File: src/soc_config.svh
`ifndef SOC_CONFIG_SVH
`define SOC_CONFIG_SVH

// Bus widths
`define SOC_ADDR_W 32
`define SOC_DATA_W 32

// On-chip memory depth in words
`define SOC_MEM_WORDS 256

// DMA, AES and SDIO
`define SOC_NUM_IRQ 3

// Address map, one 64 KiB region per slave
`define SOC_MEM_BASE    32'h0000_0000
`define SOC_PLIC_BASE   32'h0001_0000
`define SOC_REGION_BITS 16

`endif

File: src/axi_pkg.sv
`default_nettype none

`include "soc_config.svh"

package axi_pkg;

    typedef logic [`SOC_ADDR_W-1:0]     addr_t;
    typedef logic [`SOC_DATA_W-1:0]     data_t;
    typedef logic [`SOC_DATA_W/8-1:0]   strb_t;
    typedef logic [1:0]                 resp_t;

    localparam resp_t RESP_OKAY   = 2'd0;
    localparam resp_t RESP_DECERR = 2'd3;

    // Where the xbar sends a request
    typedef enum logic [1:0] {
        TGT_MEM,
        TGT_PLIC,
        TGT_ERR
    } target_e;

endpackage

`default_nettype wire

File: src/irq_pkg.sv
`default_nettype none

`include "soc_config.svh"

package irq_pkg;

    typedef logic [`SOC_NUM_IRQ-1:0]             irq_vec_t;
    // 0 = nothing to claim, source n reads as n+1
    typedef logic [$clog2(`SOC_NUM_IRQ+1)-1:0]   irq_id_t;
    typedef logic [`SOC_REGION_BITS-1:0]         reg_ofs_t;

    localparam reg_ofs_t PLIC_PENDING_OFS = 'h0;
    localparam reg_ofs_t PLIC_ENABLE_OFS  = 'h4;
    localparam reg_ofs_t PLIC_CLAIM_OFS   = 'h8;

endpackage

`default_nettype wire

File: src/axi_lite_if.sv
`timescale 1ns/1ps
`default_nettype none

interface axi_lite_if;
    import axi_pkg::*;

    logic  awvalid;
    logic  awready;
    addr_t awaddr;

    logic  wvalid;
    logic  wready;
    data_t wdata;
    strb_t wstrb;

    logic  bvalid;
    logic  bready;
    resp_t bresp;

    logic  arvalid;
    logic  arready;
    addr_t araddr;

    logic  rvalid;
    logic  rready;
    data_t rdata;
    resp_t rresp;

    modport master (
        output awvalid, awaddr, wvalid, wdata, wstrb, bready, arvalid, araddr, rready,
        input  awready, wready, bvalid, bresp, arready, rvalid, rdata, rresp
    );

    modport slave (
        input  awvalid, awaddr, wvalid, wdata, wstrb, bready, arvalid, araddr, rready,
        output awready, wready, bvalid, bresp, arready, rvalid, rdata, rresp
    );

endinterface

`default_nettype wire

File: src/plic_slave.sv
`timescale 1ns/1ps
`default_nettype none

module plic_slave (
    input  logic              clk,
    input  logic              i_rst_n,
    axi_lite_if.slave         bus,
    input  irq_pkg::irq_vec_t i_irq_src,
    output logic              o_irq
);
    import axi_pkg::*;
    import irq_pkg::*;

    localparam int NUM_SRC = $bits(irq_vec_t);

    irq_vec_t src_q;
    irq_vec_t rise;
    irq_vec_t active;
    irq_vec_t claim_sel;
    irq_vec_t claim_clr;
    irq_vec_t pending;
    irq_vec_t enable;
    irq_id_t  claim_id;
    reg_ofs_t wr_ofs;
    reg_ofs_t rd_ofs;
    logic     wr_fire;
    logic     rd_fire;

    assign bus.awready = bus.awvalid && bus.wvalid && !bus.bvalid;
    assign bus.wready  = bus.awready;
    assign bus.arready = bus.arvalid && !bus.rvalid;
    assign bus.bresp   = RESP_OKAY;
    assign bus.rresp   = RESP_OKAY;

    assign wr_fire = bus.awvalid && bus.awready;
    assign rd_fire = bus.arvalid && bus.arready;
    assign wr_ofs  = bus.awaddr[$bits(reg_ofs_t)-1:0];
    assign rd_ofs  = bus.araddr[$bits(reg_ofs_t)-1:0];

    assign rise   = i_irq_src & ~src_q;
    assign active = pending & enable;

    // Lowest set bit of the active sources
    assign claim_sel = active & (~active + 1'b1);

    always_comb begin
        claim_id = '0;
        for (int i = NUM_SRC - 1; i >= 0; i--) begin
            if (active[i]) begin
                claim_id = irq_id_t'(i + 1);
            end
        end
    end

    assign claim_clr = (rd_fire && (rd_ofs == PLIC_CLAIM_OFS)) ? claim_sel : '0;

    always_ff @(posedge clk) begin
        if (!i_rst_n) begin
            src_q   <= '0;
            pending <= '0;
            enable  <= '0;
            o_irq   <= 1'b0;
        end else begin
            src_q   <= i_irq_src;
            // New edge wins over a claim in the same cycle
            pending <= (pending & ~claim_clr) | rise;
            if (wr_fire && (wr_ofs == PLIC_ENABLE_OFS) && bus.wstrb[0]) begin
                enable <= bus.wdata[NUM_SRC-1:0];
            end
            o_irq <= |active;
        end
    end

    always_ff @(posedge clk) begin
        if (rd_fire) begin
            case (rd_ofs)
                PLIC_PENDING_OFS: bus.rdata <= data_t'(pending);
                PLIC_ENABLE_OFS:  bus.rdata <= data_t'(enable);
                PLIC_CLAIM_OFS:   bus.rdata <= data_t'(claim_id);
                default:          bus.rdata <= '0;
            endcase
        end
    end

    always_ff @(posedge clk) begin
        if (!i_rst_n) begin
            bus.bvalid <= 1'b0;
            bus.rvalid <= 1'b0;
        end else begin
            if (wr_fire) begin
                bus.bvalid <= 1'b1;
            end else if (bus.bready) begin
                bus.bvalid <= 1'b0;
            end
            if (rd_fire) begin
                bus.rvalid <= 1'b1;
            end else if (bus.rready) begin
                bus.rvalid <= 1'b0;
            end
        end
    end

endmodule

`default_nettype wire

File: src/flat_wrapper.sv
// flat-port wrapper written by rule: the top's interface ports become plain ports
module plic_slave_flat import axi_pkg::*; import irq_pkg::*;
  (clk, i_rst_n, i_irq_src, o_irq, bus_awvalid, bus_awaddr, bus_wvalid, bus_wdata, bus_wstrb, bus_bready, bus_arvalid, bus_araddr, bus_rready, bus_awready, bus_wready, bus_bvalid, bus_bresp, bus_arready, bus_rvalid, bus_rdata, bus_rresp);
  axi_lite_if bus_i ();
  input  logic clk;
  input  logic i_rst_n;
  input  irq_pkg::irq_vec_t i_irq_src;
  output logic o_irq;
  input wire logic [$bits(bus_i.awvalid)-1:0] bus_awvalid;
  input wire logic [$bits(bus_i.awaddr)-1:0] bus_awaddr;
  input wire logic [$bits(bus_i.wvalid)-1:0] bus_wvalid;
  input wire logic [$bits(bus_i.wdata)-1:0] bus_wdata;
  input wire logic [$bits(bus_i.wstrb)-1:0] bus_wstrb;
  input wire logic [$bits(bus_i.bready)-1:0] bus_bready;
  input wire logic [$bits(bus_i.arvalid)-1:0] bus_arvalid;
  input wire logic [$bits(bus_i.araddr)-1:0] bus_araddr;
  input wire logic [$bits(bus_i.rready)-1:0] bus_rready;
  output wire logic [$bits(bus_i.awready)-1:0] bus_awready;
  output wire logic [$bits(bus_i.wready)-1:0] bus_wready;
  output wire logic [$bits(bus_i.bvalid)-1:0] bus_bvalid;
  output wire logic [$bits(bus_i.bresp)-1:0] bus_bresp;
  output wire logic [$bits(bus_i.arready)-1:0] bus_arready;
  output wire logic [$bits(bus_i.rvalid)-1:0] bus_rvalid;
  output wire logic [$bits(bus_i.rdata)-1:0] bus_rdata;
  output wire logic [$bits(bus_i.rresp)-1:0] bus_rresp;
  assign bus_i.awvalid = bus_awvalid;
  assign bus_i.awaddr = bus_awaddr;
  assign bus_i.wvalid = bus_wvalid;
  assign bus_i.wdata = bus_wdata;
  assign bus_i.wstrb = bus_wstrb;
  assign bus_i.bready = bus_bready;
  assign bus_i.arvalid = bus_arvalid;
  assign bus_i.araddr = bus_araddr;
  assign bus_i.rready = bus_rready;
  assign bus_awready = bus_i.awready;
  assign bus_wready = bus_i.wready;
  assign bus_bvalid = bus_i.bvalid;
  assign bus_bresp = bus_i.bresp;
  assign bus_arready = bus_i.arready;
  assign bus_rvalid = bus_i.rvalid;
  assign bus_rdata = bus_i.rdata;
  assign bus_rresp = bus_i.rresp;
  plic_slave u_core (.clk(clk), .i_rst_n(i_rst_n), .bus(bus_i), .i_irq_src(i_irq_src), .o_irq(o_irq));
endmodule
File: config.mk
export PLATFORM = sky130hd
export DESIGN_NAME = plic_slave_flat
export DESIGN_NICKNAME = d
export VERILOG_FILES = /design/src/axi_pkg.sv /design/src/irq_pkg.sv /design/src/axi_lite_if.sv /design/src/plic_slave.sv /design/src/flat_wrapper.sv
export VERILOG_INCLUDE_DIRS = /design/src
export SDC_FILE = /design/constraint.sdc
export NUM_CORES = 1
export LEC_CHECK = 0
export BUFFER_PORTS_ARGS = -buffer_cell sky130_fd_sc_hd__buf_2
export CAP_MARGIN = 5
export CORE_AREA = 2 2 62 64
export CTS_BUF_LIST = sky130_fd_sc_hd__clkbuf_16
export CTS_CLUSTER_DIAMETER = 80
export DETAILED_ROUTE_END_ITERATION = 7
export DIE_AREA = 0 0 64 66
export GPL_TIMING_DRIVEN = 0
export PLACE_DENSITY_LB_ADDON = 0.05
export SLEW_MARGIN = 20
export SYNTH_ARGS = -nofsm -noshare
export SYNTH_HDL_FRONTEND = slang
export SYNTH_SLANG_ARGS = --single-unit
File: constraint.sdc
create_clock -name clk -period 1.5 [get_ports clk]
set_input_delay 0.45 -clock clk [delete_from_list [all_inputs] [get_ports clk]]
set_output_delay 0.45 -clock clk [all_outputs]
set_load 0.05 [all_outputs]
* After elaboration in Yosys (flattened, before gate mapping)
Cells that the tools add are included.
** Word-level totals
- Output and inout bits :: 42
- Flip-flop bits (word level) :: 44
- Input bits :: 110
- Word-level logic and storage cells :: 42
** Cells by class
- Reductions and logical operators :: 14
- Equality and inequality tests :: 3
- Muxes and demuxes :: 9
- $add $sub $neg :: 1
- Bitwise operators :: 8
** Operators by type and width (count)
- 16-bit by 3-bit == test with 1-bit output, second input constant :: 2
- 16-bit by 4-bit == test with 1-bit output, second input constant :: 1
- 16-bit zero test :: 1
- 3-bit bitwise AND :: 4
- 3-bit inverter :: 3
- 3-bit case mux with 3 select lines :: 1
- 1-bit logical AND :: 8
- 2-bit two-way mux :: 3
- 1-bit two-way mux :: 4
- 2-bit nonzero test :: 2
- 3-bit by 1-bit adder with 3-bit output, second input constant :: 1
- 3-bit two-way mux :: 1
- 3-bit OR :: 1
- 3-bit OR reduction :: 1
- 1-bit zero test :: 2

* Logic depth before layout (Yosys ltp)
- Depth after elaboration :: 8
- Depth in mapped cells :: 5
- Depth with buffers taken out :: 4

* Worst setup path after synthesis
No wires, ideal clock.
- Kind :: reg2reg
- Start :: register u_core.bus.rvalid
- End :: register u_core.pending[2]
- Clock period less this slack :: 2.051 ns
- Path buffers :: 0
- Path slack :: -0.551 ns
- Data required time :: 1.376 ns
- Stages on the path, launching flop included :: 5
- Data arrival time :: 1.927 ns
- Setup time :: 0.124 ns
- Path through :: dfxtp_1 -> nor2b_1 -> nand2_1 -> o41ai_2 -> a21oi_1
** On the way
- Word-level cells in the longest chain between the ends :: 8
** RTL lines
- from (decl) :: RTL line axi_lite_if.sv:36 : output awready, wready, bvalid, bresp, arready, rvalid, rdata, rresp
- from (signal assigned) :: RTL line plic_slave.sv:88 : bus.rvalid <= 1'b0;
- from (signal assigned) :: RTL line plic_slave.sv:96 : bus.rvalid <= 1'b1;
- from (signal assigned) :: RTL line plic_slave.sv:98 : bus.rvalid <= 1'b0;
- 1-bit zero test :: RTL line plic_slave.sv:31 : assign bus.arready = bus.arvalid && !bus.rvalid;
- 1-bit logical AND :: RTL line plic_slave.sv:31
- via bus_arready :: RTL line flat_wrapper.sv:22 : output wire logic [$bits(bus_i.arready)-1:0] bus_arready;
- 1-bit logical AND :: RTL line plic_slave.sv:36 : assign rd_fire = bus.arvalid && bus.arready;
- 1-bit logical AND :: RTL line plic_slave.sv:55 : assign claim_clr = (rd_fire && (rd_ofs == PLIC_CLAIM_OFS)) ? claim_sel : '0;
- 3-bit two-way mux :: RTL line plic_slave.sv:55
- 3-bit inverter :: RTL line plic_slave.sv:66 : pending <= (pending & ~claim_clr) | rise;
- 3-bit bitwise AND :: RTL line plic_slave.sv:66
- 3-bit OR :: RTL line plic_slave.sv:66
- to (signal assigned) :: RTL line plic_slave.sv:66
- to (decl) :: RTL line plic_slave.sv:21 : irq_vec_t pending;
The timed path passes the listed nets, and every way through them passes these cells.
A chain may end at the register's enable or synchronous reset.

* Final worst setup path
- Start :: register u_core.bus.bvalid
- End :: output port bus_wready
** On the way
- Word-level cells in the longest chain between the ends :: 2
** RTL lines
- from (decl) :: RTL line axi_lite_if.sv:36
- from (signal assigned) :: RTL line plic_slave.sv:87 : bus.bvalid <= 1'b0;
- from (signal assigned) :: RTL line plic_slave.sv:91 : bus.bvalid <= 1'b1;
- from (signal assigned) :: RTL line plic_slave.sv:93 : bus.bvalid <= 1'b0;
- 1-bit zero test :: RTL line plic_slave.sv:29 : assign bus.awready = bus.awvalid && bus.wvalid && !bus.bvalid;
- 1-bit logical AND :: RTL line plic_slave.sv:29
- to (decl) :: RTL line flat_wrapper.sv:19 : output wire logic [$bits(bus_i.wready)-1:0] bus_wready;
No other way between the ends.

==> summary.md <==
| Metric | Value |
|---|---|
| Initial Util | `28.22%` |
| Slack of the worst reg-to-reg path | `180 ps` |
| CTS hold repair buffers | `0` |
| Post-DR wirelength/cell | `8.375 um` |
| Total GRT Usage | `9.822%` |
| Critical Path Source Type | `register` |
| Post-place setup slack | `-151.8 ps` |
| Grt total ovfl | `0` |
| Worst flop-to-flop path startpoint | `u_core.bus.bvalid` |
| Total iterations of the first detailed-routing run | `3` |
| Post-synthesis cell count | `115` |
| Via count of the first global-routing pass | `851` |
| Biggest area consumer among synthesized cells | `buf_4` |
| Max Slew Vio Count | `0` |
| Vias after detailed routing | `970` |
| Number of levels the H-tree was split into | `1` |
| Internal Power | `0.9363 mW` |
| Async set or reset register ratio after synthesis | `0%` |
| I/O pin cnt | `152` |
| Most instantiated cells after synthesis | `buf_4, dfxtp_1, a21oi_1, nand2_1, nor2_1` |
| Unrepaired setup endpoints after global routing | `true` |
| Floorplan die width | `64 um` |
| Clock-pin slew on the worst setup and hold paths | `50 ps` |
| Total leakage power | `0.8339 nW` |
| Run status | `finished, violations left` |
| Leading cell type by number of instances after synthesis | `buf_4` |
| DPL Wire Length | `1862 um` |
| P per Cell Area | `872.6 mW/mm2` |
| Hold path depth | `2` |
| Fraction of post-synthesis cell area in the top cell type by area | `25.47%` |
| Hold crit path type | `primary input to register` |
| Violated checks | `setup timing` |
| Combinational share of power | `32.3%` |
| Predominant post-synthesis flop cell | `dfxtp_1` |
| Antenna cell count | `0` |
| Minimum clock period after layout | `1526 ps` |
| Switching power | `0.4525 mW` |
| Fraction of power consumed by sequential logic | `32.0%` |
| Number of hold-slack violations in the final timing report | `0` |
| CP endpoint kind | `primary output` |
| Master cell of the clock root buffer | `clkbuf_16` |
| Remaining number of nets flagged by the antenna check after routing | `0` |
| Smallest setup slack after layout | `-26.40 ps` |
| Input/output buffers | `53` |
| MaxCap Viol Count | `0` |
| Maximum vdd ir drop | `0.5053 mV` |
| Worst Hold Path EP | `u_core.bus.rvalid` |
| Clock insertion delay at the later pin of the skew report | `240 ps` |
| Antenna violations before repair | `0` |
| Switching Share | `32.58%` |
| Clk network pwr share | `35.6%` |
| Clock tree from TritonCTS | `built` |
| Wire length of the first global-routing pass | `3353 um` |
| Reg-to-Reg End | `u_core.enable[1]` |
| Core area | `0.003551 mm2` |
| Inst Count DP | `248` |
| Clock net sink count | `15` |
| Vias per inst | `3.789` |
| Number of distinct library cells after synthesis | `34` |
| Area growth, synth to finish | `58.80%` |
| Maximum operating frequency | `655.1 MHz` |
| EDFF count, synth | `3` |
| Filler-free cell count of the finished design | `256` |
| Drt drc | `0` |
| Final GP Congestion | `0.6981` |
| Die ar. | `0.004224 mm2` |
| Flops & latches, synth | `15` |
| Final net count | `319` |
| Maximum number of pins on one net before global-route repair | `9` |
| Crit path required time | `1050 ps` |
| Detailed-route wire length | `2144 um` |
| Setup TNS | `-26.40 ps` |
| Critical path start-end classification | `register to primary output` |
| Largest fanout on the critical path | `3` |
| Top area cells in the synthesized netlist | `buf_4, dfxtp_1, edfxtp_1, a21oi_1, nand2_1` |
| Number of buffers created by CTS | `3` |
| Data arrival time of the worst path | `1080 ps` |
| Maximum buffer depth of the clock tree | `2` |
| Yosys warning count | `0` |
| Fraction of layout instances using a drive strength above 1 | `49.04%` |
| Post-route clock skew | `0.6007 ps` |
| Drt initial violations | `8` |
| Startpoint of the lowest-slack hold path | `bus_rready` |
| Average instance area after synthesis | `8.715 um2` |
| Netlist area before placement | `0.001002 mm2` |
| FF-to-FF path depth | `6` |
| Fraction of the yosys area taken by sequential cells | `32.96%` |
| Final clock period utilization by the worst path | `101.8%` |
| Vertical die dimension | `66 um` |
| Std cell rows | `22` |
| Final setup violation count | `1` |
state kept, by name, summed over array words and instances (netlist names):
signal / cells
u_core.bus.rvalid: 1
u_core.enable: 3
u_core.pending: 3
u_core.src_q: 3
u_core.bus.rdata: 3
u_core.o_irq: 1
u_core.bus.bvalid: 1
per-stage QoR:
step / util [%] / total power [mW] / hold WS, ps / cell area (um2)
2_1_floorplan: - / 0.7956 / 389.5 / 1139
3_3_place_gp: 41.23 / 0.8773 / 394.2 / 1464
3_5_place_dp: 41.23 / 0.8822 / 401.5 / 1464
4_1_cts: 44.19 / 1.398 / 387.3 / 1569
5_1_grt: 44.82 / 1.449 / 404.5 / 1592
6_report: 44.82 / 1.389 / 392.6 / 1592
cell usage in the layout (no fill, tap or decap), types with 2 or more instances in the layout:
| cell type | count |
|---|---|
| buf_4 | 38 |
| dfxtp_1 | 11 |
| conb_1 | 33 |
| edfxtp_1 | 3 |
| and2_1 | 2 |
| buf_2 | 50 |
| a21oi_1 | 8 |
| mux2i_1 | 2 |
| nand2b_1 | 3 |
| nor4_1 | 2 |
| inv_1 | 5 |
| nor4_2 | 2 |
| nand3_1 | 4 |
| clkbuf_16 | 3 |
| nand2_1 | 7 |
| nand4_1 | 2 |
| nor2_1 | 6 |
| buf_6 | 2 |
| o21ai_0 | 4 |
metal layers:
layer	routed length, um	share of wire [%]	global-route usage, %
met1	901	42	11.31
met2	1063	50	17.45
met3	179	8.3	3.748
met4	0	0	1.630
met5	0	0	0
layout make-up:
type	instances	area, um2
buffer	35	262.8
clock buffer	3	75.07
clock inverter	1	3.754
fill	362	1959
inverter	4	15.01
multi-input combinational	93	529.3
sequential	15	331.6
tap	48	60.06
timing repair buffer	57	314.1
how the worst max path moves through the flow:
stage / start / endpoint / slack, ps / depth (start not counted)
global placement: bus_araddr[10] / u_core.pending[2] / -150 / 5
floorplan: u_core.bus.bvalid / bus_wready / 5 / 2
CTS: u_core.bus.bvalid / bus_wready / -30 / 3
detailed placement: bus_araddr[10] / u_core.pending[2] / -150 / 5
global route: u_core.bus.bvalid / bus_wready / -60 / 3
finish: u_core.bus.bvalid / bus_wready / -30 / 3
critical path: stages (launching register included):
cell and delay (ps):
dfxtp_2 310, and3b_4 300, buf_6 90, buf_8 130
repair_timing:
action                                 CTS  global route
endpoints found under the hold margin    0             0
setup buffers                            1             3
resized for setup                        6             0
setup endpoints to repair                3             3
logic make-up after synthesis:
family	share of synthesized area [%]
mux	1.998
compound gates	12.86
other cells	0.3742
buf+inv	27.34
flops	32.96
simple gates	24.47
power groups by stage:
stage / Clock [mW] / Sequential (mW) / Combinational [mW]
after floorplan: 0 / 0.477 / 0.319
after global placement: 0 / 0.450 / 0.427
after detailed placement: 0 / 0.452 / 0.430
after CTS: 0.513 / 0.444 / 0.441
after global routing: 0.529 / 0.446 / 0.474
final: 0.495 / 0.445 / 0.449
Power figures use the tool's default switching activity.
