## src/soc_config.svh

```systemverilog
`ifndef SOC_CONFIG_SVH
`define SOC_CONFIG_SVH

// Bus widths
`define SOC_ADDR_W 32
`define SOC_DATA_W 32

// On-chip memory depth in words
`define SOC_MEM_WORDS 256

// DMA, AES and SDIO
`define SOC_NUM_IRQ 3

// Address map, one 64 KiB region per slave
`define SOC_MEM_BASE    32'h0000_0000
`define SOC_PLIC_BASE   32'h0001_0000
`define SOC_REGION_BITS 16

`endif

```

## src/axi_pkg.sv

```systemverilog
`default_nettype none

`include "soc_config.svh"

package axi_pkg;

    typedef logic [`SOC_ADDR_W-1:0]     addr_t;
    typedef logic [`SOC_DATA_W-1:0]     data_t;
    typedef logic [`SOC_DATA_W/8-1:0]   strb_t;
    typedef logic [1:0]                 resp_t;

    localparam resp_t RESP_OKAY   = 2'd0;
    localparam resp_t RESP_DECERR = 2'd3;

    // Where the xbar sends a request
    typedef enum logic [1:0] {
        TGT_MEM,
        TGT_PLIC,
        TGT_ERR
    } target_e;

endpackage

`default_nettype wire

```

## src/axi_lite_if.sv

```systemverilog
`timescale 1ns/1ps
`default_nettype none

interface axi_lite_if;
    import axi_pkg::*;

    logic  awvalid;
    logic  awready;
    addr_t awaddr;

    logic  wvalid;
    logic  wready;
    data_t wdata;
    strb_t wstrb;

    logic  bvalid;
    logic  bready;
    resp_t bresp;

    logic  arvalid;
    logic  arready;
    addr_t araddr;

    logic  rvalid;
    logic  rready;
    data_t rdata;
    resp_t rresp;

    modport master (
        output awvalid, awaddr, wvalid, wdata, wstrb, bready, arvalid, araddr, rready,
        input  awready, wready, bvalid, bresp, arready, rvalid, rdata, rresp
    );

    modport slave (
        input  awvalid, awaddr, wvalid, wdata, wstrb, bready, arvalid, araddr, rready,
        output awready, wready, bvalid, bresp, arready, rvalid, rdata, rresp
    );

endinterface

`default_nettype wire

```

## src/axi_lite_xbar.sv

```systemverilog
`timescale 1ns/1ps
`default_nettype none

`include "soc_config.svh"

module axi_lite_xbar (
    input  logic       clk,
    input  logic       i_rst_n,
    axi_lite_if.slave  bus_m,
    axi_lite_if.master bus_mem,
    axi_lite_if.master bus_plic
);
    import axi_pkg::*;

    localparam int REGION_W = `SOC_ADDR_W - `SOC_REGION_BITS;
    localparam logic [REGION_W-1:0] MEM_REGION  =
        REGION_W'(`SOC_MEM_BASE >> `SOC_REGION_BITS);
    localparam logic [REGION_W-1:0] PLIC_REGION =
        REGION_W'(`SOC_PLIC_BASE >> `SOC_REGION_BITS);

    target_e wr_sel;
    target_e rd_sel;
    target_e wr_tgt;
    target_e rd_tgt;
    logic    wr_busy;
    logic    rd_busy;
    logic    err_wready;
    logic    err_arready;
    logic    err_bvalid;
    logic    err_rvalid;

    function automatic target_e decode(input addr_t addr);
        logic [REGION_W-1:0] region;
        region = addr[`SOC_ADDR_W-1:`SOC_REGION_BITS];
        if (region == MEM_REGION) begin
            return TGT_MEM;
        end else if (region == PLIC_REGION) begin
            return TGT_PLIC;
        end
        return TGT_ERR;
    endfunction

    assign wr_sel = decode(bus_m.awaddr);
    assign rd_sel = decode(bus_m.araddr);

    // A response still waiting at the master blocks that direction
    assign wr_busy = bus_m.bvalid;
    assign rd_busy = bus_m.rvalid;

    // Request channels
    assign bus_mem.awvalid  = bus_m.awvalid && !wr_busy && (wr_sel == TGT_MEM);
    assign bus_mem.wvalid   = bus_m.wvalid && !wr_busy && (wr_sel == TGT_MEM);
    assign bus_plic.awvalid = bus_m.awvalid && !wr_busy && (wr_sel == TGT_PLIC);
    assign bus_plic.wvalid  = bus_m.wvalid && !wr_busy && (wr_sel == TGT_PLIC);
    assign bus_mem.arvalid  = bus_m.arvalid && !rd_busy && (rd_sel == TGT_MEM);
    assign bus_plic.arvalid = bus_m.arvalid && !rd_busy && (rd_sel == TGT_PLIC);

    assign bus_mem.awaddr  = bus_m.awaddr;
    assign bus_mem.wdata   = bus_m.wdata;
    assign bus_mem.wstrb   = bus_m.wstrb;
    assign bus_mem.araddr  = bus_m.araddr;
    assign bus_plic.awaddr = bus_m.awaddr;
    assign bus_plic.wdata  = bus_m.wdata;
    assign bus_plic.wstrb  = bus_m.wstrb;
    assign bus_plic.araddr = bus_m.araddr;

    // Unmapped addresses are accepted here and answered with DECERR
    assign err_wready  = bus_m.awvalid && bus_m.wvalid && !wr_busy && (wr_sel == TGT_ERR);
    assign err_arready = bus_m.arvalid && !rd_busy && (rd_sel == TGT_ERR);

    always_comb begin
        case (wr_sel)
            TGT_MEM: begin
                bus_m.awready = bus_mem.awready;
                bus_m.wready  = bus_mem.wready;
            end
            TGT_PLIC: begin
                bus_m.awready = bus_plic.awready;
                bus_m.wready  = bus_plic.wready;
            end
            default: begin
                bus_m.awready = err_wready;
                bus_m.wready  = err_wready;
            end
        endcase
    end

    always_comb begin
        case (rd_sel)
            TGT_MEM:  bus_m.arready = bus_mem.arready;
            TGT_PLIC: bus_m.arready = bus_plic.arready;
            default:  bus_m.arready = err_arready;
        endcase
    end

    // Responses come back from the latched target
    always_comb begin
        case (wr_tgt)
            TGT_MEM: begin
                bus_m.bvalid = bus_mem.bvalid;
                bus_m.bresp  = bus_mem.bresp;
            end
            TGT_PLIC: begin
                bus_m.bvalid = bus_plic.bvalid;
                bus_m.bresp  = bus_plic.bresp;
            end
            default: begin
                bus_m.bvalid = err_bvalid;
                bus_m.bresp  = RESP_DECERR;
            end
        endcase
    end

    always_comb begin
        case (rd_tgt)
            TGT_MEM: begin
                bus_m.rvalid = bus_mem.rvalid;
                bus_m.rdata  = bus_mem.rdata;
                bus_m.rresp  = bus_mem.rresp;
            end
            TGT_PLIC: begin
                bus_m.rvalid = bus_plic.rvalid;
                bus_m.rdata  = bus_plic.rdata;
                bus_m.rresp  = bus_plic.rresp;
            end
            default: begin
                bus_m.rvalid = err_rvalid;
                bus_m.rdata  = '0;
                bus_m.rresp  = RESP_DECERR;
            end
        endcase
    end

    assign bus_mem.bready  = bus_m.bready && (wr_tgt == TGT_MEM);
    assign bus_plic.bready = bus_m.bready && (wr_tgt == TGT_PLIC);
    assign bus_mem.rready  = bus_m.rready && (rd_tgt == TGT_MEM);
    assign bus_plic.rready = bus_m.rready && (rd_tgt == TGT_PLIC);

    always_ff @(posedge clk) begin
        if (!i_rst_n) begin
            wr_tgt     <= TGT_MEM;
            err_bvalid <= 1'b0;
        end else begin
            if (bus_m.awvalid && bus_m.awready) begin
                wr_tgt <= wr_sel;
            end
            if (err_wready) begin
                err_bvalid <= 1'b1;
            end else if (bus_m.bready && (wr_tgt == TGT_ERR)) begin
                err_bvalid <= 1'b0;
            end
        end
    end

    always_ff @(posedge clk) begin
        if (!i_rst_n) begin
            rd_tgt     <= TGT_MEM;
            err_rvalid <= 1'b0;
        end else begin
            if (bus_m.arvalid && bus_m.arready) begin
                rd_tgt <= rd_sel;
            end
            if (err_arready) begin
                err_rvalid <= 1'b1;
            end else if (bus_m.rready && (rd_tgt == TGT_ERR)) begin
                err_rvalid <= 1'b0;
            end
        end
    end

endmodule

`default_nettype wire

```

## src/flat_wrapper.sv

```systemverilog
// flat-port wrapper written by rule: the top's interface ports become plain ports
module axi_lite_xbar_flat import axi_pkg::*;
  (clk, i_rst_n, bus_m_awvalid, bus_m_awaddr, bus_m_wvalid, bus_m_wdata, bus_m_wstrb, bus_m_bready, bus_m_arvalid, bus_m_araddr, bus_m_rready, bus_m_awready, bus_m_wready, bus_m_bvalid, bus_m_bresp, bus_m_arready, bus_m_rvalid, bus_m_rdata, bus_m_rresp, bus_mem_awvalid, bus_mem_awaddr, bus_mem_wvalid, bus_mem_wdata, bus_mem_wstrb, bus_mem_bready, bus_mem_arvalid, bus_mem_araddr, bus_mem_rready, bus_mem_awready, bus_mem_wready, bus_mem_bvalid, bus_mem_bresp, bus_mem_arready, bus_mem_rvalid, bus_mem_rdata, bus_mem_rresp, bus_plic_awvalid, bus_plic_awaddr, bus_plic_wvalid, bus_plic_wdata, bus_plic_wstrb, bus_plic_bready, bus_plic_arvalid, bus_plic_araddr, bus_plic_rready, bus_plic_awready, bus_plic_wready, bus_plic_bvalid, bus_plic_bresp, bus_plic_arready, bus_plic_rvalid, bus_plic_rdata, bus_plic_rresp);
  axi_lite_if bus_m_i ();
  axi_lite_if bus_mem_i ();
  axi_lite_if bus_plic_i ();
  input  logic clk;
  input  logic i_rst_n;
  input wire logic [$bits(bus_m_i.awvalid)-1:0] bus_m_awvalid;
  input wire logic [$bits(bus_m_i.awaddr)-1:0] bus_m_awaddr;
  input wire logic [$bits(bus_m_i.wvalid)-1:0] bus_m_wvalid;
  input wire logic [$bits(bus_m_i.wdata)-1:0] bus_m_wdata;
  input wire logic [$bits(bus_m_i.wstrb)-1:0] bus_m_wstrb;
  input wire logic [$bits(bus_m_i.bready)-1:0] bus_m_bready;
  input wire logic [$bits(bus_m_i.arvalid)-1:0] bus_m_arvalid;
  input wire logic [$bits(bus_m_i.araddr)-1:0] bus_m_araddr;
  input wire logic [$bits(bus_m_i.rready)-1:0] bus_m_rready;
  output wire logic [$bits(bus_m_i.awready)-1:0] bus_m_awready;
  output wire logic [$bits(bus_m_i.wready)-1:0] bus_m_wready;
  output wire logic [$bits(bus_m_i.bvalid)-1:0] bus_m_bvalid;
  output wire logic [$bits(bus_m_i.bresp)-1:0] bus_m_bresp;
  output wire logic [$bits(bus_m_i.arready)-1:0] bus_m_arready;
  output wire logic [$bits(bus_m_i.rvalid)-1:0] bus_m_rvalid;
  output wire logic [$bits(bus_m_i.rdata)-1:0] bus_m_rdata;
  output wire logic [$bits(bus_m_i.rresp)-1:0] bus_m_rresp;
  output wire logic [$bits(bus_mem_i.awvalid)-1:0] bus_mem_awvalid;
  output wire logic [$bits(bus_mem_i.awaddr)-1:0] bus_mem_awaddr;
  output wire logic [$bits(bus_mem_i.wvalid)-1:0] bus_mem_wvalid;
  output wire logic [$bits(bus_mem_i.wdata)-1:0] bus_mem_wdata;
  output wire logic [$bits(bus_mem_i.wstrb)-1:0] bus_mem_wstrb;
  output wire logic [$bits(bus_mem_i.bready)-1:0] bus_mem_bready;
  output wire logic [$bits(bus_mem_i.arvalid)-1:0] bus_mem_arvalid;
  output wire logic [$bits(bus_mem_i.araddr)-1:0] bus_mem_araddr;
  output wire logic [$bits(bus_mem_i.rready)-1:0] bus_mem_rready;
  input wire logic [$bits(bus_mem_i.awready)-1:0] bus_mem_awready;
  input wire logic [$bits(bus_mem_i.wready)-1:0] bus_mem_wready;
  input wire logic [$bits(bus_mem_i.bvalid)-1:0] bus_mem_bvalid;
  input wire logic [$bits(bus_mem_i.bresp)-1:0] bus_mem_bresp;
  input wire logic [$bits(bus_mem_i.arready)-1:0] bus_mem_arready;
  input wire logic [$bits(bus_mem_i.rvalid)-1:0] bus_mem_rvalid;
  input wire logic [$bits(bus_mem_i.rdata)-1:0] bus_mem_rdata;
  input wire logic [$bits(bus_mem_i.rresp)-1:0] bus_mem_rresp;
  output wire logic [$bits(bus_plic_i.awvalid)-1:0] bus_plic_awvalid;
  output wire logic [$bits(bus_plic_i.awaddr)-1:0] bus_plic_awaddr;
  output wire logic [$bits(bus_plic_i.wvalid)-1:0] bus_plic_wvalid;
  output wire logic [$bits(bus_plic_i.wdata)-1:0] bus_plic_wdata;
  output wire logic [$bits(bus_plic_i.wstrb)-1:0] bus_plic_wstrb;
  output wire logic [$bits(bus_plic_i.bready)-1:0] bus_plic_bready;
  output wire logic [$bits(bus_plic_i.arvalid)-1:0] bus_plic_arvalid;
  output wire logic [$bits(bus_plic_i.araddr)-1:0] bus_plic_araddr;
  output wire logic [$bits(bus_plic_i.rready)-1:0] bus_plic_rready;
  input wire logic [$bits(bus_plic_i.awready)-1:0] bus_plic_awready;
  input wire logic [$bits(bus_plic_i.wready)-1:0] bus_plic_wready;
  input wire logic [$bits(bus_plic_i.bvalid)-1:0] bus_plic_bvalid;
  input wire logic [$bits(bus_plic_i.bresp)-1:0] bus_plic_bresp;
  input wire logic [$bits(bus_plic_i.arready)-1:0] bus_plic_arready;
  input wire logic [$bits(bus_plic_i.rvalid)-1:0] bus_plic_rvalid;
  input wire logic [$bits(bus_plic_i.rdata)-1:0] bus_plic_rdata;
  input wire logic [$bits(bus_plic_i.rresp)-1:0] bus_plic_rresp;
  assign bus_m_i.awvalid = bus_m_awvalid;
  assign bus_m_i.awaddr = bus_m_awaddr;
  assign bus_m_i.wvalid = bus_m_wvalid;
  assign bus_m_i.wdata = bus_m_wdata;
  assign bus_m_i.wstrb = bus_m_wstrb;
  assign bus_m_i.bready = bus_m_bready;
  assign bus_m_i.arvalid = bus_m_arvalid;
  assign bus_m_i.araddr = bus_m_araddr;
  assign bus_m_i.rready = bus_m_rready;
  assign bus_m_awready = bus_m_i.awready;
  assign bus_m_wready = bus_m_i.wready;
  assign bus_m_bvalid = bus_m_i.bvalid;
  assign bus_m_bresp = bus_m_i.bresp;
  assign bus_m_arready = bus_m_i.arready;
  assign bus_m_rvalid = bus_m_i.rvalid;
  assign bus_m_rdata = bus_m_i.rdata;
  assign bus_m_rresp = bus_m_i.rresp;
  assign bus_mem_awvalid = bus_mem_i.awvalid;
  assign bus_mem_awaddr = bus_mem_i.awaddr;
  assign bus_mem_wvalid = bus_mem_i.wvalid;
  assign bus_mem_wdata = bus_mem_i.wdata;
  assign bus_mem_wstrb = bus_mem_i.wstrb;
  assign bus_mem_bready = bus_mem_i.bready;
  assign bus_mem_arvalid = bus_mem_i.arvalid;
  assign bus_mem_araddr = bus_mem_i.araddr;
  assign bus_mem_rready = bus_mem_i.rready;
  assign bus_mem_i.awready = bus_mem_awready;
  assign bus_mem_i.wready = bus_mem_wready;
  assign bus_mem_i.bvalid = bus_mem_bvalid;
  assign bus_mem_i.bresp = bus_mem_bresp;
  assign bus_mem_i.arready = bus_mem_arready;
  assign bus_mem_i.rvalid = bus_mem_rvalid;
  assign bus_mem_i.rdata = bus_mem_rdata;
  assign bus_mem_i.rresp = bus_mem_rresp;
  assign bus_plic_awvalid = bus_plic_i.awvalid;
  assign bus_plic_awaddr = bus_plic_i.awaddr;
  assign bus_plic_wvalid = bus_plic_i.wvalid;
  assign bus_plic_wdata = bus_plic_i.wdata;
  assign bus_plic_wstrb = bus_plic_i.wstrb;
  assign bus_plic_bready = bus_plic_i.bready;
  assign bus_plic_arvalid = bus_plic_i.arvalid;
  assign bus_plic_araddr = bus_plic_i.araddr;
  assign bus_plic_rready = bus_plic_i.rready;
  assign bus_plic_i.awready = bus_plic_awready;
  assign bus_plic_i.wready = bus_plic_wready;
  assign bus_plic_i.bvalid = bus_plic_bvalid;
  assign bus_plic_i.bresp = bus_plic_bresp;
  assign bus_plic_i.arready = bus_plic_arready;
  assign bus_plic_i.rvalid = bus_plic_rvalid;
  assign bus_plic_i.rdata = bus_plic_rdata;
  assign bus_plic_i.rresp = bus_plic_rresp;
  axi_lite_xbar u_core (.clk(clk), .i_rst_n(i_rst_n), .bus_m(bus_m_i), .bus_mem(bus_mem_i), .bus_plic(bus_plic_i));
endmodule
```

## config.mk

```make
export PLATFORM = sky130hd
export DESIGN_NAME = axi_lite_xbar_flat
export DESIGN_NICKNAME = d
export VERILOG_FILES = /design/src/axi_pkg.sv /design/src/axi_lite_if.sv /design/src/axi_lite_xbar.sv /design/src/flat_wrapper.sv
export VERILOG_INCLUDE_DIRS = /design/src
export SDC_FILE = /design/constraint.sdc
export NUM_CORES = 1
export LEC_CHECK = 0
export ABC_CLOCK_PERIOD_IN_PS = 1800
export BUFFER_PORTS_ARGS = -buffer_cell sky130_fd_sc_hd__buf_4
export CORE_AREA = 2 2 170 172
export CTS_CLUSTER_SIZE = 40
export DETAILED_ROUTE_END_ITERATION = 10
export DIE_AREA = 0 0 172 174
export SLEW_MARGIN = 20
export SYNTH_ARGS = -nofsm -noshare
export SYNTH_HDL_FRONTEND = slang
export SYNTH_SLANG_ARGS = --single-unit
export TNS_END_PERCENT = 50
```

## constraint.sdc

```tcl
create_clock -name clk -period 1.8 [get_ports clk]
set_input_delay 0.09 -clock clk [delete_from_list [all_inputs] [get_ports clk]]
set_output_delay 0.09 -clock clk [all_outputs]
set_load 0.005 [all_outputs]
```

# After elaboration in Yosys (flattened, before gate mapping)
# Cells that the tools add are included.
[classes]
addsub = 0
multipliers = 0
div = 0
magnitude_cmp = 0
eq_ne = 10
shifts = 0
mux = 22
bitwise = 0
n_reduce_logical = 31
[ops]
columns = ["cell", "count"]
rows = [
  ["$pmux W32 S2", 1],
  ["$eq A16 B1 Y1 const B", 2],
  ["$logic_not A16 Y1", 2],
  ["$logic_and A1 B1 Y1", 21],
  ["$mux W2", 6],
  ["$pmux W1 S2", 5],
  ["$eq A2 B1 Y1 const B", 4],
  ["$eq A2 B2 Y1 const B", 4],
  ["$logic_not A2 Y1", 4],
  ["$mux W1", 8],
  ["$pmux W2 S2", 2],
  ["$reduce_bool A2 Y1", 2],
  ["$logic_not A1 Y1", 2],
]
[word_totals]
ff_bits = 6
latchBits = 0
mem_bits_rw = 0
rom_bits = 0
inputBits = 189
out_inout_bits = 251
word_cells = 67
memories = 0

# Logic depth before layout (Yosys ltp)
# Gate-level depths: netlist of the first run.
[logic_depth]
word_depth = 8
depth_mapped = 6
mapped_depth_nobuf = 5

# Worst setup path after synthesis of the first run
# No wires, ideal clock.
[synth_path]
path_type = "reg-to-reg"
start = "reg u_core.wr_tgt[0]"
end = "reg u_core.wr_tgt[0]"
setup_time_ps = 116
arrival_ps = 1385
required_time_ps = 1684
setup_slack_ps = 299
stages_incl_launch_ff = 7
path_buffers = 1
period_less_slack_ps = 1501
path_cell_list = "dfxtp_1 > buf_6 > mux2_4 > a211oi_2 > o21ai_2 > a21boi_1 > a31o_1"
[synth_via]
elab_chain_cells = 7
word_cells_on_any_way = 8
cone_classes = "eq/ne (1); mux (2); reduce/logical (5)"
[synth_rtl]
columns = ["element", "line", "rtl"]
rows = [
  ["start, declared", "axi_lite_xbar.sv:23", "target_e wr_tgt;"],
  ["start signal, assigned", "axi_lite_xbar.sv:145", "wr_tgt <= wr_sel;"],
  ["$eq A2 B1 Y1 or $logic_not A2 Y1 (tied branches)", "axi_lite_xbar.sv:98", "case (wr_tgt)"],
  ["$pmux W1 S2 (*)", "axi_lite_xbar.sv:98", ""],
  ["$logic_not A1 Y1 (*)", "axi_lite_xbar.sv:68", "assign err_wready = bus_m.awvalid && bus_m.wvalid && !wr_busy && (wr_sel == TGT_ERR);"],
  ["$logic_and A1 B1 Y1 (*) (2 in a row)", "axi_lite_xbar.sv:68", ""],
  ["$pmux W1 S2 (*)", "axi_lite_xbar.sv:72", "case (wr_sel)"],
  ["$logic_and A1 B1 Y1 (*)", "axi_lite_xbar.sv:144", "if (bus_m.awvalid && bus_m.awready) begin"],
]
# Every way passes the cells marked *; elsewhere a longest branch is shown, timed or not.
# A chain may end at the register's enable or synchronous reset.

# Worst setup path in the final report of the first run
[layout_path]
start = "reg u_core.wr_tgt[0]"
end = "out bus_m_awready"
[layout_via]
elab_chain_cells = 6
word_cells_on_any_way = 7
cone_classes = "eq/ne (1); mux (2); reduce/logical (4)"
[layout_rtl]
columns = ["element", "line", "rtl"]
rows = [
  ["$eq A2 B1 Y1 or $logic_not A2 Y1 (tied branches)", "axi_lite_xbar.sv:98", ""],
  ["$pmux W1 S2 (*)", "axi_lite_xbar.sv:98", ""],
  ["$logic_not A1 Y1 (*)", "axi_lite_xbar.sv:68", ""],
  ["$logic_and A1 B1 Y1 (*) (2 in a row)", "axi_lite_xbar.sv:68", ""],
  ["$pmux W1 S2 (*)", "axi_lite_xbar.sv:72", ""],
  ["end, declared", "flat_wrapper.sv:18", "output wire logic [$bits(bus_m_i.awready)-1:0] bus_m_awready;"],
]
# Marks and branches as above.

==> results of run 1 <==
==> metrics by stage <==
step	power [mW]	area (sq um)	setup slack, ns
floorplan	0.635	2600	0.299
global placement	0.791	3350	0.252
detailed placement	0.795	3350	0.246
CTS	1.17	3420	0.0193
global route	1.22	3440	0.0103
finish	1.14	3440	0.141
==> final timing paths <==
path                                          end  slack (ns)  cells past startpoint
worst max-delay path                bus_m_awready        0.14                      6
worst min-delay path             u_core.wr_tgt[0]        0.17                      2
worst max register to register   u_core.wr_tgt[0]        0.29                      5
worst min register to register  u_core.err_bvalid        0.48                      2
==> area by class of cell <==
type                    instances  area [sq um]
inverters                       6          22.5
flip-flops and latches          6           124
well taps                     384           480
fillers                      3322         24800
clock buffers                   3          75.1
multi-input cells             136           925
repair buffers                240          1810
==> sequential cells by signal (all words and copies together) (netlist names) <==
signal	cells
u_core.err_bvalid	1
u_core.err_rvalid	1
u_core.rd_tgt	2
u_core.wr_tgt	2
==> synthesized netlist by cell type (all sizes together) <==
cell     count  area share, %
o31ai        2           0.58
nand3        1           0.19
a211oi       1           0.48
a211o        2           0.67
inv          6           0.87
a21boi       5            1.4
nand3b       1           0.29
dfxtp        6            4.6
mux2i       38             15
nor3         5           0.96
nor4         6            1.4
o21ai        4           0.91
nand4        1           0.24
nor2        36            5.3
buf        209             60
nand2       14            2.0
clkbuf       1           0.14
nor2b        2           0.48
mux2         2            1.0
o2bb2ai      1           0.34
and3         1           0.24
and2         1           0.24
nand2b       1           0.24
and3b        1           0.34
a31o         2           0.67
or2          1           0.24
a21oi        4           0.77
nor3b        4            1.2
==> logic make-up after synthesis <==
| kind of cell | Yosys count | synth area share, % |
|---|---|---|
| buffers and inverters | 216 | 60.5 |
| AND/OR/NAND/NOR | 75 | 13.4 |
| multiplexers | 40 | 15.6 |
| AO/OA/AOI/OAI | 21 | 5.87 |
| flip-flops | 6 | 4.62 |
==> repair_timing <==
item / in CTS / in global routing
setup endpoints to repair: 0 / 2
setup buffers: 0 / 0
gates resized for setup: 0 / 6
==> where the power goes <==
group	total (mW)	internal, mW	switching, mW
Sequential	0.143	0.139	0.00406
Combinational	0.639	0.401	0.238
Clock	0.357	0.285	0.0724
==> layer usage <==
| metal | track usage [%] | up-vias |
|---|---|---|
| li1 | - | 1026 |
| met4 | 3.29 | 4 |
| met3 | 3.35 | 57 |
| met2 | 11.2 | 207 |
| met1 | 4.57 | 915 |
| met5 | 0 | - |
==> results.sh, run 1 <==
export IMPL_cts_buffers=3
export IMPL_max_vdd_ir_drop_v=0.000226
export IMPL_drt_initial_drc_count=45
export IMPL_hold_start="i_rst_n"
export IMPL_max_stage_delay_ns=0.34
export IMPL_drtPass1Iterations=4
export IMPL_setup_viol=0
export IMPL_final_common_cell="buf_4"
export IMPL_io_pins=440
export IMPL_wl_per_cell_microns=13.0
export IMPL_top_layer="met5"
export IMPL_max_cap_violations=0
export IMPL_seq_area_frac_synth_pct=4.62
export IMPL_min_period_ns=1.66
export IMPL_core_sq_um=28200
export IMPL_p_leak_nw=1.56
export IMPL_dp_cells=772
export IMPL_nets=582
export IMPL_cts_htree_levels=1
export IMPL_syn_inst=358
export IMPL_grt_pass1_wl_mm=13.0
export IMPL_grt_usage_pct=5.88
export IMPL_grt_max_degree=44
export IMPL_overflow=0
export IMPL_drv_slew=0
export IMPL_ys_ff_latch=6
export IMPL_crit_path_start_kind="register"
export IMPL_ys_types=37
export IMPL_die_h_microns=174
export IMPL_die_x_microns=172
export IMPL_cts_tree="built"
export IMPL_fin_util_pct=12.2
export IMPL_clock_fmax_ghz=0.603
export IMPL_hold_slack_ns=0.175
export IMPL_critPathRequiredTime_ns=1.71
export IMPL_cts_root_buf="clkbuf_16"
export IMPL_synth_warning_count=0
export IMPL_antenna_found_initial=2
export IMPL_power_density_nw_per_um2=331
export IMPL_worstReg2RegStart="u_core.wr_tgt[0]"
export IMPL_rsz0062_at_grt="false"
export IMPL_via_count=2209
export IMPL_end_kind="output pin"
export IMPL_cts_reportedPaths_clkPinSlew_ns=0.04
export IMPL_route_met3_wl_mm=1.50
export IMPL_cp_startpoint="u_core.wr_tgt[0]"
export IMPL_fin_cells=775
export IMPL_synth_area_sq_um=2600
export IMPL_diodes=0
export IMPL_num_rows=62
export IMPL_cp_num_buf_inv=2
export IMPL_clockBufferDepth=2
export IMPL_postSynthNetCount=547
export IMPL_wl_met2_mm=5.06
export IMPL_hold_violations=0
export IMPL_dieArea_sq_um=29900
export IMPL_cts_sinks=6
export IMPL_worst_pin_slew_ns=0.419
export IMPL_period_share_pct=92.2
export IMPL_area_delta_synth_final_pct=32.2
export IMPL_tns_ns=0
export IMPL_hold_buffers=0
export IMPL_drive_gt1_share_pct=65.2
export IMPL_port_buffer_count=235
export IMPL_hold_class="in2reg"
export IMPL_finalWirelength_mm=10.0
export IMPL_crit_chain="mux2_4 > a211oi_2 > o21ai_2 > a21boi_1 > inv_1 > buf_4"
export IMPL_gp_congestion=0.729
export IMPL_worstPathMaxFanout=4
export IMPL_ant_nets=0
export IMPL_cp_top_family="compound AO/OA/AOI/OAI gates"
export IMPL_crit_type="reg2out"
export IMPL_wl_met1_mm=2.89
export IMPL_slew_headroom_pct=72.1
export IMPL_grt_pass1_vias=2237
export IMPL_arrival_ns=1.57
export IMPL_syn_avg_cell_area_sq_um=7.27
export IMPL_post_dp_hpwl_mm=8.89
export IMPL_worst_path_max_delay_cell="dfxtp_1"
export IMPL_clk_latency_ns=0.23
export IMPL_layout_common_cells="239 x buf_4, 37 x mux2i_1, 35 x nor2_1, 13 x nand2_1"
export IMPL_skew_ns=0.000240
export IMPL_status="complete, no violations"
export IMPL_initial_core_util_pct=9.22
export IMPL_drc=0
export IMPL_avgViaCountPerCell=2.85
Power figures use the tool's default switching activity.
==> run 2, diff against run 1 <==
--- a/config.mk
+++ b/config.mk
@@ -6,12 +6,13 @@
 export SDC_FILE = /design/constraint.sdc
 export NUM_CORES = 1
 export LEC_CHECK = 0
-export ABC_CLOCK_PERIOD_IN_PS = 1800
+export ABC_CLOCK_PERIOD_IN_PS = 1960
 export BUFFER_PORTS_ARGS = -buffer_cell sky130_fd_sc_hd__buf_4
-export CORE_AREA = 2 2 170 172
+export CORE_AREA = 2 2 169 171
 export CTS_CLUSTER_SIZE = 40
 export DETAILED_ROUTE_END_ITERATION = 10
-export DIE_AREA = 0 0 172 174
+export DIE_AREA = 0 0 171 173
+export SKIP_CTS_REPAIR_TIMING = 1
 export SLEW_MARGIN = 20
 export SYNTH_ARGS = -nofsm -noshare
 export SYNTH_HDL_FRONTEND = slang
==> constraint.sdc (replaced) <==
create_clock -name clk -period 1.96 [get_ports clk]
set_input_delay 0.098 -clock clk [delete_from_list [all_inputs] [get_ports clk]]
set_output_delay 0.098 -clock clk [all_outputs]
set_load 0.005 [all_outputs]
==> run 2 against run 1 <==
Flip-flop and latch count is the same. Sequential power shrank 6%. Critical path type unchanged. First-iteration DRC count shrank 44%. Clock power shrank 4%. Wire length shrank 6.3%. Combinational power shrank 9.9%.
==> results.sh, run 2 (synthesis gave the netlist of run 1 again) <==
export IMPL_status="complete, no violations"
export IMPL_hold_start="bus_m_bready"
export IMPL_ant_nets=0
export IMPL_multiInputGateArea_sq_um=912
export IMPL_cts_htree_levels=1
export IMPL_hold_class="in2reg"
export IMPL_wl_per_cell_microns=12.3
export IMPL_final_common_cell="buf_4"
export IMPL_cp_num_buf_inv=1
export IMPL_seq_power_share_pct=12.7
export IMPL_nets=581
export IMPL_tns_ns=0
export IMPL_worst_path_max_delay_cell="dfxtp_1"
export IMPL_cts_tree="built"
export IMPL_slew_headroom_pct=57.9
export IMPL_drv_slew=0
export IMPL_grt_pass1_vias=2168
export IMPL_max_stage_delay_ns=0.35
export IMPL_crit_path_start_kind="register"
export IMPL_overflow=0
export IMPL_clock_fmax_ghz=0.552
export IMPL_die_h_microns=173
export IMPL_grt_usage_pct=5.62
export IMPL_worstHoldPathCells=4
export IMPL_r2r_end="u_core.wr_tgt[0]"
export IMPL_avgViaCountPerCell=2.91
export IMPL_cts_root_buf="clkbuf_16"
export IMPL_antenna_found_initial=0
export IMPL_area_delta_synth_final_pct=31.1
export IMPL_initial_core_util_pct=9.42
export IMPL_crit_chain="mux2_4 > mux2i_1 > nand2_1 > nor3b_1 > buf_4"
export IMPL_cp_top_family="multiplexers"
export IMPL_setup_viol=0
export IMPL_drtPass1Iterations=4
export IMPL_fill_cells=3237
export IMPL_min_to="u_core.err_bvalid"
export IMPL_rr_worst_depth=5
export IMPL_power_frac_clock_pct=32.4
export IMPL_diodes=0
export IMPL_num_rows=61
export IMPL_cts_sinks=6
export IMPL_finalWirelength_mm=9.41
export IMPL_drc=0
export IMPL_end_kind="output pin"
export IMPL_cts_reportedPaths_clkPinSlew_ns=0.04
export IMPL_worst_pin_slew_ns=0.626
export IMPL_power_switching_uw=294
export IMPL_grt_max_degree=44
export IMPL_drive_gt1_share_pct=64.1
export IMPL_critPathRequiredTime_ns=1.86
export IMPL_worstPathMaxFanout=4
export IMPL_p_leak_nw=1.55
export IMPL_drt_initial_drc_count=25
export IMPL_grt_pass1_wl_mm=12.3
export IMPL_top_regs="u_core.rd_tgt: 2 flops, u_core.wr_tgt: 2 flops"
export IMPL_arrival_ns=1.71
export IMPL_seqCellArea_sq_um=121
export IMPL_min_period_ns=1.81
export IMPL_skew_ns=0.000260
export IMPL_rsz0062_at_grt="false"
export IMPL_cts_buffers=3
export IMPL_dieArea_sq_um=29600
export IMPL_clockBufferDepth=2
export IMPL_fin_area_sq_um=3410
export IMPL_layout_common_cells="238 x buf_4, 38 x mux2i_1, 35 x nor2_1, 14 x nand2_1"
export IMPL_switching_share_pct=28.0
export IMPL_post_place_ws_ns=0.170
export IMPL_power_density_nw_per_um2=308
export IMPL_place_area_sq_um=3330
export IMPL_max_vdd_ir_drop_v=0.000207
export IMPL_post_dp_hpwl_mm=8.37
export IMPL_worstReg2RegStart="u_core.wr_tgt[0]"
export IMPL_setup_slack_ns=0.150
export IMPL_gp_congestion=0.694
export IMPL_crit_type="reg2out"
export IMPL_max_cap_violations=0
export IMPL_via_count=2232
export IMPL_core_sq_um=27600
export IMPL_die_x_microns=171
export IMPL_period_share_pct=92.4
export IMPL_clk_latency_ns=0.23
export IMPL_r2r_slack_ns=0.47
export IMPL_hold_violations=0
export IMPL_io_pins=440
export IMPL_pwr_share_comb_pct=54.8
export IMPL_internal_power_uw=756
export IMPL_port_buffer_count=235
-- run 2: cell count changes in the layout (fill, tap and decap cells not counted) --
| cell | previous run | this run |
|---|---|---|
| nand2_2 | 1 | 0 |
| or2_1 | 0 | 1 |
| dfxtp_4 | 1 | 0 |
| o21ai_1 | 0 | 1 |
| buf_4 | 239 | 238 |
| dfxtp_2 | 0 | 1 |
| mux2i_1 | 37 | 38 |
| o21ai_2 | 2 | 1 |
| or2_4 | 1 | 0 |
| nand2_1 | 13 | 14 |
| mux2i_2 | 1 | 0 |
-- run 2: area by class of cell --
cell class	count	share of cell area [%]
Inverter	6	0.660
Clock buffer	3	2.20
Multi-Input combinational cell	136	26.7
Sequential cell	6	3.56
Timing Repair Buffer	239	53.0
Tap cell	378	13.9
-- run 2: routing by layer --
metal  wire length, microns  vias to the layer above  global-route usage (%)
met4                    433                        0                    3.14
li1                       -                     1023                       -
met2                   4750                      217                    10.7
met1                   2760                      938                    4.42
met3                   1470                       54                    3.11
met5                      0                        -                       0
-- run 2: metrics by stage --
| step | cells | total power [mW] | hold slack, ns | util, % |
|---|---|---|---|---|
| 4_1_cts | 768 | 1.08 | 0.185 | 12.3 |
| 3_3_place_gp | 765 | 0.717 | 0.196 | 12.1 |
| 2_1_floorplan | 358 | 0.583 | 0.229 | - |
| 6_report | 768 | 1.05 | 0.194 | 12.3 |
| 3_5_place_dp | 765 | 0.721 | 0.196 | 12.1 |
| 5_1_grt | 768 | 1.13 | 0.196 | 12.3 |
-- run 2: how the worst max path moves through the flow --
| stage | from | to | depth (start not counted) |
|---|---|---|---|
| floorplan | u_core.wr_tgt[0] | u_core.wr_tgt[0] | 6 |
| global placement | bus_m_araddr[25] | bus_m_arready | 6 |
| detailed placement | bus_m_araddr[25] | bus_m_arready | 6 |
| CTS | u_core.wr_tgt[0] | bus_mem_awvalid | 5 |
| global route | u_core.wr_tgt[0] | bus_mem_wvalid | 5 |
| finish | u_core.wr_tgt[0] | bus_mem_wvalid | 5 |
-- run 2: power by group through the flow --
stage / logic [mW] / clock network [mW] / registers (mW)
3_3_place_gp: 0.582 / 0 / 0.135
3_5_place_dp: 0.586 / 0 / 0.135
5_1_grt: 0.626 / 0.366 / 0.134
6_report: 0.576 / 0.341 / 0.134
2_1_floorplan: 0.449 / 0 / 0.134
4_1_cts: 0.588 / 0.359 / 0.134
-- run 2: worst min-delay path, cell delays in order --
cell and delay, ns:
buf_4 0.09, nand3b_1 0.07, nand2_1 0.06, a21boi_1 0.05
